$ cat config.mk
export PLATFORM = sky130hd
export DESIGN_NAME = multi_cycle_scalar_alu
export DESIGN_NICKNAME = d
export VERILOG_FILES = /design/src/mc_alu_pkg.sv /design/src/mc_stage_if.sv /design/src/mc_normalize_pack.sv /design/src/mc_operand_unpack.sv /design/src/mc_product_pipe.sv /design/src/multi_cycle_scalar_alu.sv
export SDC_FILE = /design/constraint.sdc
export NUM_CORES = 2
export LEC_CHECK = 0
export ABC_AREA = 0
export BUFFER_PORTS_ARGS = -buffer_cell sky130_fd_sc_hd__buf_2
export CAP_MARGIN = 20
export CORE_MARGIN = 2
export CORE_UTILIZATION = 50
export CTS_CLUSTER_SIZE = 24
export DETAILED_ROUTE_END_ITERATION = 8
export PLACE_DENSITY = 0.63
export SETUP_SLACK_MARGIN = 0.5
export SLEW_MARGIN = 0
export SYNTH_ARGS = -nofsm -noshare
export SYNTH_HDL_FRONTEND = slang
export SYNTH_SLANG_ARGS = --single-unit
$ cat constraint.sdc
create_clock -name clk -period 11.1 [get_ports clk]
set_input_delay 1.11 -clock clk [delete_from_list [all_inputs] [get_ports clk]]
set_output_delay 1.11 -clock clk [all_outputs]
set_load 0.005 [all_outputs]
$ cat src/mc_alu_pkg.sv
/*
 * Multi-cycle scalar unit shared definitions
 * Opcodes, word and float field widths, and the special result constants
 */

`default_nettype none

package mc_alu_pkg;

	// Operations handled by the multi-cycle unit, the fourth code yields zero
	typedef enum logic [1:0] {
		OP_IMUL = 2'd0,
		OP_FMUL = 2'd1,
		OP_ITOF = 2'd2
	} alu_op_e;

	// Operand and result word
	localparam int WORD_WIDTH = 32;

	// Single precision fields
	localparam int EXP_WIDTH = 8;
	localparam int FRAC_WIDTH = 23;
	localparam int SIG_WIDTH = FRAC_WIDTH + 1;
	localparam int EXP_BIAS = 127;
	localparam int EXP_MAX = 255;

	// Product of two 24-bit significands has its binary point 46 places up
	localparam int FMUL_SCALE_ADJ = EXP_BIAS + 2 * FRAC_WIDTH;

	// Full 32x32 product from the shared multiplier
	localparam int PRODUCT_WIDTH = 64;

	// Signed scale exponent, room for underflow and overflow
	localparam int SCALE_WIDTH = 10;

	// Every NaN result collapses to this quiet NaN
	localparam logic [WORD_WIDTH-1:0] QNAN_WORD = 32'h7FC0_0000;

endpackage

`default_nettype wire

$ cat src/mc_stage_if.sv
/*
 * Pipeline slot between the stages of the multi-cycle unit
 * Carries operands or product together with the float sideband
 */

`timescale 1ns/1ps
`default_nettype none

interface mc_stage_if
	import mc_alu_pkg::*;
();

	logic                           valid;
	alu_op_e                        op;
	logic [WORD_WIDTH-1:0]          multiplicand;
	logic [WORD_WIDTH-1:0]          multiplier;
	logic [PRODUCT_WIDTH-1:0]       product;
	logic signed [SCALE_WIDTH-1:0]  scale;
	logic                           sign;
	logic                           is_nan;
	logic                           is_inf;

	modport sender (
		output valid, op, multiplicand, multiplier, product,
		output scale, sign, is_nan, is_inf
	);

	modport receiver (
		input valid, op, multiplicand, multiplier, product,
		input scale, sign, is_nan, is_inf
	);

endinterface

`default_nettype wire

$ cat src/mc_normalize_pack.sv
/*
 * Normalize and pack, last stage of the multi-cycle unit
 * Finds the leading one of the product, builds exponent and fraction,
 * resolves overflow, underflow and specials, and selects the result
 */

`timescale 1ns/1ps
`default_nettype none

module mc_normalize_pack
	import mc_alu_pkg::*;
(
	mc_stage_if.receiver           slot_i,
	output logic                   valid_o,
	output logic [WORD_WIDTH-1:0]  result_o
);

	localparam int POS_WIDTH = $clog2(PRODUCT_WIDTH);

	logic [POS_WIDTH-1:0]           lead_pos;
	logic                           prod_zero;
	logic [PRODUCT_WIDTH-1:0]       norm_product;
	logic [FRAC_WIDTH-1:0]          fraction;
	logic signed [SCALE_WIDTH-1:0]  exp_sum;
	logic [WORD_WIDTH-1:0]          inf_word;
	logic [WORD_WIDTH-1:0]          zero_word;

	// Priority scan, the highest set bit wins
	always_comb
	begin
		lead_pos = '0;
		for (int i = 0; i < PRODUCT_WIDTH; i++)
		begin
			if (slot_i.product[i])
				lead_pos = POS_WIDTH'(i);
		end
	end

	assign prod_zero = slot_i.product == '0;

	// Leading one moves to the top bit, fraction is what follows, truncated
	assign norm_product = slot_i.product << (PRODUCT_WIDTH - 1 - lead_pos);
	assign fraction = norm_product[PRODUCT_WIDTH-2 -: FRAC_WIDTH];

	// Biased exponent of the normalized result
	assign exp_sum = slot_i.scale + SCALE_WIDTH'(lead_pos);

	assign inf_word = {slot_i.sign, EXP_WIDTH'(EXP_MAX), FRAC_WIDTH'(0)};
	assign zero_word = {slot_i.sign, {(WORD_WIDTH-1){1'b0}}};

	always_comb
	begin
		case (slot_i.op)
			OP_IMUL:
			begin
				// Low word of the product, the same for signed and unsigned
				result_o = slot_i.product[WORD_WIDTH-1:0];
			end
			OP_FMUL, OP_ITOF:
			begin
				if (slot_i.is_nan)
					result_o = QNAN_WORD;
				else if (slot_i.is_inf || exp_sum >= EXP_MAX)
					result_o = inf_word;
				else if (prod_zero || exp_sum <= 0)
					result_o = zero_word;
				else
					result_o = {slot_i.sign, exp_sum[EXP_WIDTH-1:0], fraction};
			end
			default:
				result_o = '0;
		endcase
	end

	assign valid_o = slot_i.valid;

endmodule

`default_nettype wire

$ cat src/mc_operand_unpack.sv
/*
 * Operand unpack, first stage of the multi-cycle unit
 * Classifies float operands, picks the multiplier inputs and the
 * scale exponent, then registers the slot
 */

`timescale 1ns/1ps
`default_nettype none

module mc_operand_unpack
	import mc_alu_pkg::*;
(
	input  wire                   clk,
	input  wire                   reset,
	input  wire                   valid_i,
	input  alu_op_e               op_i,
	input  wire [WORD_WIDTH-1:0]  operand1_i,
	input  wire [WORD_WIDTH-1:0]  operand2_i,
	mc_stage_if.sender            slot_o
);

	logic [EXP_WIDTH-1:0]          exp1, exp2;
	logic                          op1_zero, op2_zero;
	logic                          op1_inf, op2_inf;
	logic                          op1_nan, op2_nan;
	logic [SIG_WIDTH-1:0]          sig1, sig2;
	logic [WORD_WIDTH-1:0]         magnitude;

	logic [WORD_WIDTH-1:0]         next_multiplicand;
	logic [WORD_WIDTH-1:0]         next_multiplier;
	logic signed [SCALE_WIDTH-1:0] next_scale;
	logic                          next_sign;
	logic                          next_nan;
	logic                          next_inf;

	assign exp1 = operand1_i[WORD_WIDTH-2 -: EXP_WIDTH];
	assign exp2 = operand2_i[WORD_WIDTH-2 -: EXP_WIDTH];

	// Zero exponent field reads as zero, denormals included
	assign op1_zero = exp1 == '0;
	assign op2_zero = exp2 == '0;
	assign op1_inf = exp1 == EXP_WIDTH'(EXP_MAX) && operand1_i[FRAC_WIDTH-1:0] == '0;
	assign op2_inf = exp2 == EXP_WIDTH'(EXP_MAX) && operand2_i[FRAC_WIDTH-1:0] == '0;
	assign op1_nan = exp1 == EXP_WIDTH'(EXP_MAX) && operand1_i[FRAC_WIDTH-1:0] != '0;
	assign op2_nan = exp2 == EXP_WIDTH'(EXP_MAX) && operand2_i[FRAC_WIDTH-1:0] != '0;

	// Hidden one attached, zero operands contribute a zero significand
	assign sig1 = op1_zero ? '0 : {1'b1, operand1_i[FRAC_WIDTH-1:0]};
	assign sig2 = op2_zero ? '0 : {1'b1, operand2_i[FRAC_WIDTH-1:0]};

	// Two's complement magnitude, 80000000 stays as is
	assign magnitude = operand1_i[WORD_WIDTH-1] ? -operand1_i : operand1_i;

	always_comb
	begin
		next_multiplicand = '0;
		next_multiplier = '0;
		next_scale = '0;
		next_sign = 1'b0;
		next_nan = 1'b0;
		next_inf = 1'b0;
		case (op_i)
			OP_IMUL:
			begin
				next_multiplicand = operand1_i;
				next_multiplier = operand2_i;
			end
			OP_FMUL:
			begin
				next_multiplicand = WORD_WIDTH'(sig1);
				next_multiplier = WORD_WIDTH'(sig2);
				next_scale = SCALE_WIDTH'(exp1) + SCALE_WIDTH'(exp2)
					- SCALE_WIDTH'(FMUL_SCALE_ADJ);
				next_sign = operand1_i[WORD_WIDTH-1] ^ operand2_i[WORD_WIDTH-1];
				next_nan = op1_nan || op2_nan || (op1_inf && op2_zero)
					|| (op1_zero && op2_inf);
				next_inf = !next_nan && (op1_inf || op2_inf);
			end
			OP_ITOF:
			begin
				// Multiply by one so the back end only has to normalize
				next_multiplicand = magnitude;
				next_multiplier = WORD_WIDTH'(1);
				next_scale = SCALE_WIDTH'(EXP_BIAS);
				next_sign = operand1_i[WORD_WIDTH-1];
			end
			default:
			begin
			end
		endcase
	end

	always_ff @(posedge clk or posedge reset)
	begin
		if (reset)
		begin
			slot_o.valid <= 1'b0;
			slot_o.op <= OP_IMUL;
			slot_o.multiplicand <= '0;
			slot_o.multiplier <= '0;
			slot_o.scale <= '0;
			slot_o.sign <= 1'b0;
			slot_o.is_nan <= 1'b0;
			slot_o.is_inf <= 1'b0;
		end
		else
		begin
			slot_o.valid <= valid_i;
			slot_o.op <= op_i;
			slot_o.multiplicand <= next_multiplicand;
			slot_o.multiplier <= next_multiplier;
			slot_o.scale <= next_scale;
			slot_o.sign <= next_sign;
			slot_o.is_nan <= next_nan;
			slot_o.is_inf <= next_inf;
		end
	end

	// No product yet at this point
	assign slot_o.product = '0;

endmodule

`default_nettype wire

$ cat src/mc_product_pipe.sv
/*
 * Product pipeline of the multi-cycle unit
 * One unsigned 32x32 multiply followed by MUL_STAGES register stages,
 * with the slot sideband delayed alongside
 */

`timescale 1ns/1ps
`default_nettype none

module mc_product_pipe
	import mc_alu_pkg::*;
#(
	parameter int MUL_STAGES = 3
)
(
	input  wire           clk,
	input  wire           reset,
	mc_stage_if.receiver  slot_i,
	mc_stage_if.sender    slot_o
);

	logic [PRODUCT_WIDTH-1:0]       product_in;

	logic [PRODUCT_WIDTH-1:0]       product_q [MUL_STAGES];
	logic                           valid_q [MUL_STAGES];
	alu_op_e                        op_q [MUL_STAGES];
	logic signed [SCALE_WIDTH-1:0]  scale_q [MUL_STAGES];
	logic                           sign_q [MUL_STAGES];
	logic                           nan_q [MUL_STAGES];
	logic                           inf_q [MUL_STAGES];

	// Written once, the registers behind it are free to be retimed into it
	assign product_in = PRODUCT_WIDTH'(slot_i.multiplicand) * PRODUCT_WIDTH'(slot_i.multiplier);

	always_ff @(posedge clk or posedge reset)
	begin
		if (reset)
		begin
			for (int i = 0; i < MUL_STAGES; i++)
			begin
				product_q[i] <= '0;
				valid_q[i] <= 1'b0;
				op_q[i] <= OP_IMUL;
				scale_q[i] <= '0;
				sign_q[i] <= 1'b0;
				nan_q[i] <= 1'b0;
				inf_q[i] <= 1'b0;
			end
		end
		else
		begin
			product_q[0] <= product_in;
			valid_q[0] <= slot_i.valid;
			op_q[0] <= slot_i.op;
			scale_q[0] <= slot_i.scale;
			sign_q[0] <= slot_i.sign;
			nan_q[0] <= slot_i.is_nan;
			inf_q[0] <= slot_i.is_inf;

			// Each stage may hold a different operation
			for (int i = 1; i < MUL_STAGES; i++)
			begin
				product_q[i] <= product_q[i-1];
				valid_q[i] <= valid_q[i-1];
				op_q[i] <= op_q[i-1];
				scale_q[i] <= scale_q[i-1];
				sign_q[i] <= sign_q[i-1];
				nan_q[i] <= nan_q[i-1];
				inf_q[i] <= inf_q[i-1];
			end
		end
	end

	assign slot_o.valid = valid_q[MUL_STAGES-1];
	assign slot_o.op = op_q[MUL_STAGES-1];
	assign slot_o.product = product_q[MUL_STAGES-1];
	assign slot_o.scale = scale_q[MUL_STAGES-1];
	assign slot_o.sign = sign_q[MUL_STAGES-1];
	assign slot_o.is_nan = nan_q[MUL_STAGES-1];
	assign slot_o.is_inf = inf_q[MUL_STAGES-1];

	// Operands are consumed here
	assign slot_o.multiplicand = '0;
	assign slot_o.multiplier = '0;

endmodule

`default_nettype wire

$ cat src/multi_cycle_scalar_alu.sv
/*
 * Multi-cycle scalar unit for IMUL, FMUL and ITOF
 * Fully pipelined, result valid MUL_STAGES+1 cycles after issue
 */

`timescale 1ns/1ps
`default_nettype none

module multi_cycle_scalar_alu
	import mc_alu_pkg::*;
#(
	parameter int MUL_STAGES = 3
)
(
	input  wire                   clk,
	input  wire                   reset,
	input  wire                   valid_i,
	input  alu_op_e               op_i,
	input  wire [WORD_WIDTH-1:0]  operand1_i,
	input  wire [WORD_WIDTH-1:0]  operand2_i,
	output logic                  valid_o,
	output logic [WORD_WIDTH-1:0] result_o
);

	// Unpack to product pipe
	mc_stage_if slot_a ();
	// Product pipe to normalize
	mc_stage_if slot_b ();

	mc_operand_unpack u_operand_unpack (
		.clk        (clk),
		.reset      (reset),
		.valid_i    (valid_i),
		.op_i       (op_i),
		.operand1_i (operand1_i),
		.operand2_i (operand2_i),
		.slot_o     (slot_a.sender)
	);

	mc_product_pipe #(
		.MUL_STAGES (MUL_STAGES)
	) u_product_pipe (
		.clk    (clk),
		.reset  (reset),
		.slot_i (slot_a.receiver),
		.slot_o (slot_b.sender)
	);

	mc_normalize_pack u_normalize_pack (
		.slot_i   (slot_b.receiver),
		.valid_o  (valid_o),
		.result_o (result_o)
	);

endmodule

`default_nettype wire

==> impl_metrics.yaml <==
synthesis:
  synth_nets: 6719
  ys.flop_type: "dfrtp_1"
  yosys-top-cells-area: "fa_1 (36%), dfrtp_1 (16%), inv_1 (7.8%)"
  ys_warn_count: 0
  ys_ff_latch: 320
  syn_inst: 5467
  synth_compound_area_share_pct: 10.75
  yosysTopAreaCell: "fa_1"
  synth_top_family_by_area: "adder cells"
  avgSynthCellArea_um2: 9.011
  synth_top_area_share_pct: 36.49
  synthArstFlopShare_pct: 100.0
  synth_xor_area_share_pct: 1.671
  ys_seq_area_share_pct: 16.25
  synthSimpleGateAreaFrac_pct: 16.36
  synth.cell_area_um2: 49260
  synth_fa_ha_area_share_pct: 43.73
  ys_types: 102
  synth_edf_count: 0
  yosys-mux-area-fraction_pct: 0.5232
clocking:
  cts_hold_buf: 0
  numCtsBuffers: 36
  cts.sinks: 320
  clockBufferDepth: 3
  cts-resized-gates: 0
  post_cts_buffers: 0
  cts-root-buf: "clkbuf_16"
  cts.htree.levels: 2
  tritoncts: "built"
  clk_pin_slew_ns: 0.07
  clk_latency_ns: 0.58
pwr:
  power_leakage_nw: 25.05
  ir_drop_mv: 0.1926
  powerDensity_nw_per_um2: 172.8
  power_mw: 8.974
cells_and_area:
  fin_cells: 6675
  nets: 6611
  seqCellArea_um2: 8026
  drive_above_1_share_pct: 6.237
  fill_cells: 9147
  multiInputGateArea_um2: 36000
  area_growth_pct: 5.392
die:
  dieArea_um2: 101100
  die_x_um: 317.9
  num_io_pins: 102
  die_h_um: 317.9
  start_util_pct: 50.28
  core_um2: 97990
  rows: 115
timing:
  max_freq_ghz: 0.1129
  worst_pin_slew_ns: 1.298
  setup_viol: 0
  slew_violations: 0
  hold_viol: 0
  fin_tns_setup_ns: 0
  slew_headroom_pct: 12.89
  skew_ns: 0.02571
  final.min_clock_period_ns: 8.857
  fin_crit_sh_pct: 79.79
  rsz0062_at_grt: "no"
global_route:
  antenna_found_initial: 6
  grt_max_degree: 116
  grt_pass1_vias: 40490
  grt_pass1_wl_mm: 243.3
  grt.overflow.total: 0
  grt_use_total_pct: 31.46
worst_setup_path:
  path_class: "flip-flop to output pin"
  worstPathArrival_ns: 7.75
  worst_ep_required_time_ns: 9.99
  critPathLaunchType: "flip-flop"
  crit_fanout: 55
  regToRegSetupSlack_ns: 2.25
  cp-end-kind: "output pin"
detailed_routing:
  routed_via_density: 5.871
  drc: 0
  antenna_left: 0
  route.detailed.wl_per_inst_um: 23.45
  drt-initial-drc-count: 3649
  routed_wl_mm: 156.5
  drtPass1Iterations: 8
  vias: 39190
run:
  drv_cap: 0
placement:
  placed_cells: 6606
  numPortBuffers: 101
  gp_congestion: 0.9924
  dp_hpwl_mm: 118.2
status:
  outcome: "finished clean"
worst_hold_path:
  hp-class: "flip-flop to flip-flop"
[report_power, final]
part	switching, mW	internal [mW]
logic	3.79	2.00
registers	0.468	1.47
clock network	0.550	0.693
total	4.81	4.16
[synth_stat cells, drive strengths merged (5+ instances only)]
master,number
o21a,19
o311ai,12
clkbuf,264
dfrtp,320
a21o,52
xor2,28
inv,1024
a21oi,150
buf,67
o22ai,12
o21bai,22
a2111oi,12
o41ai,7
and2,280
a211o,21
nor2,170
a21boi,5
o221ai,15
nor3,82
a211oi,69
nand2,939
fa,898
a31oi,22
mux2i,20
nor4,25
xnor2,66
or3,24
a221oi,13
a32o,5
o31ai,39
a311oi,8
or2,8
a221o,6
a22oi,49
nor2b,32
nand2b,14
o2111ai,13
or4,19
nand4,24
and3,43
nand3,62
o211ai,28
ha,285
o21ai,137
[state kept, by name, summed over array words and instances, names as in the netlist, 4 cells and up]
| signal | count |
|---|---|
| u_product_pipe.op_q | 4 |
| u_product_pipe.slot_o.scale | 10 |
| u_operand_unpack.slot_o.multiplier | 32 |
| u_operand_unpack.slot_o.scale | 10 |
| u_product_pipe.slot_o.product | 64 |
| u_product_pipe.scale_q | 20 |
| u_operand_unpack.slot_o.multiplicand | 32 |
| u_product_pipe.product_q | 128 |
[final cells by class]
type	instances	area share, %
repair buffers	185	2.256
flip-flops and latches	320	15.46
clock inverters	22	0.5591
multi-input cells	3791	69.34
diodes	1	0.004820
clock buffers	44	1.851
inverters	1025	7.427
well taps	1287	3.101
[path summary, 6_finish.rpt]
kind / from / to / cells past startpoint
setup / recovery: u_product_pipe.slot_o.product[23] / result_o[14] / 20
hold / removal: u_product_pipe.product_q[105] / u_product_pipe.slot_o.product[41] / 0
setup reg to reg: u_operand_unpack.slot_o.multiplicand[5] / u_product_pipe.product_q[190] / 25
hold reg to reg: u_product_pipe.product_q[105] / u_product_pipe.slot_o.product[41] / 0
max in group asynchronous: reset / u_operand_unpack.slot_o.multiplier[15] / 3
min in group asynchronous: reset / u_operand_unpack.slot_o.valid / 2
[cells in the final DEF (no fill, tap or decap), types with 101 or more instances in the layout]
cell type  count
ha_1         285
o21ai_0      125
a21oi_1      150
fa_1         898
and2_1       279
dfrtp_1      305
nand2_1      935
inv_1       1017
nor2_1       162
buf_2        101
[cells by family (layout without fill, tap and decap cells)]
logic type / after synthesis / in the layout
buffers and inverters: 1356 / 1276
flip-flops: 320 / 320
AO/OA/AOI/OAI: 754 / 754
adder cells (fa/ha/maj): 1183 / 1183
AND/OR/NAND/NOR: 1736 / 1736
multiplexers: 24 / 24
XOR/XNOR: 94 / 94
other: 0 / 1
[critical path: stages, from the launching register on]
cell      delay, ns
dfrtp_1        0.62
nor3_1         0.31
o21ai_1        0.14
a311oi_2       0.35
o31a_1         0.46
o21ai_4        0.09
buf_4          0.34
nand2_4        0.56
inv_2          0.40
ha_1           0.35
fa_1           0.46
a211oi_1       0.27
o21bai_1       0.11
a21oi_1        0.40
mux2i_1        0.16
or4_1          0.51
nand3_2        0.11
or2_1          0.52
nor3_1         0.25
or4_1          0.58
buf_2          0.15
[through the flow]
step	hold WS (ns)	utilization [%]	area, µm²	setup slack, ns
after global routing	0.3459	52.98	51920	1.706
final	0.3298	52.99	51920	2.243
after floorplan	0.3312	-	49260	1.134
after CTS	0.3341	52.94	51870	2.354
after detailed placement	0.3347	51.66	50620	2.348
after global placement	0.3311	51.65	50610	2.441
[layer usage]
layer / global-route usage [%] / part of all wire, % / up-vias
met1: 42.52 / 40 / 20060
met3: 4.649 / 8.2 / 402
li1: - / - / 16870
met2: 51.43 / 47 / 1855
met5: 0 / 0 / -
met4: 12.05 / 4.4 / 0
(Power assumes the default switching activity.)
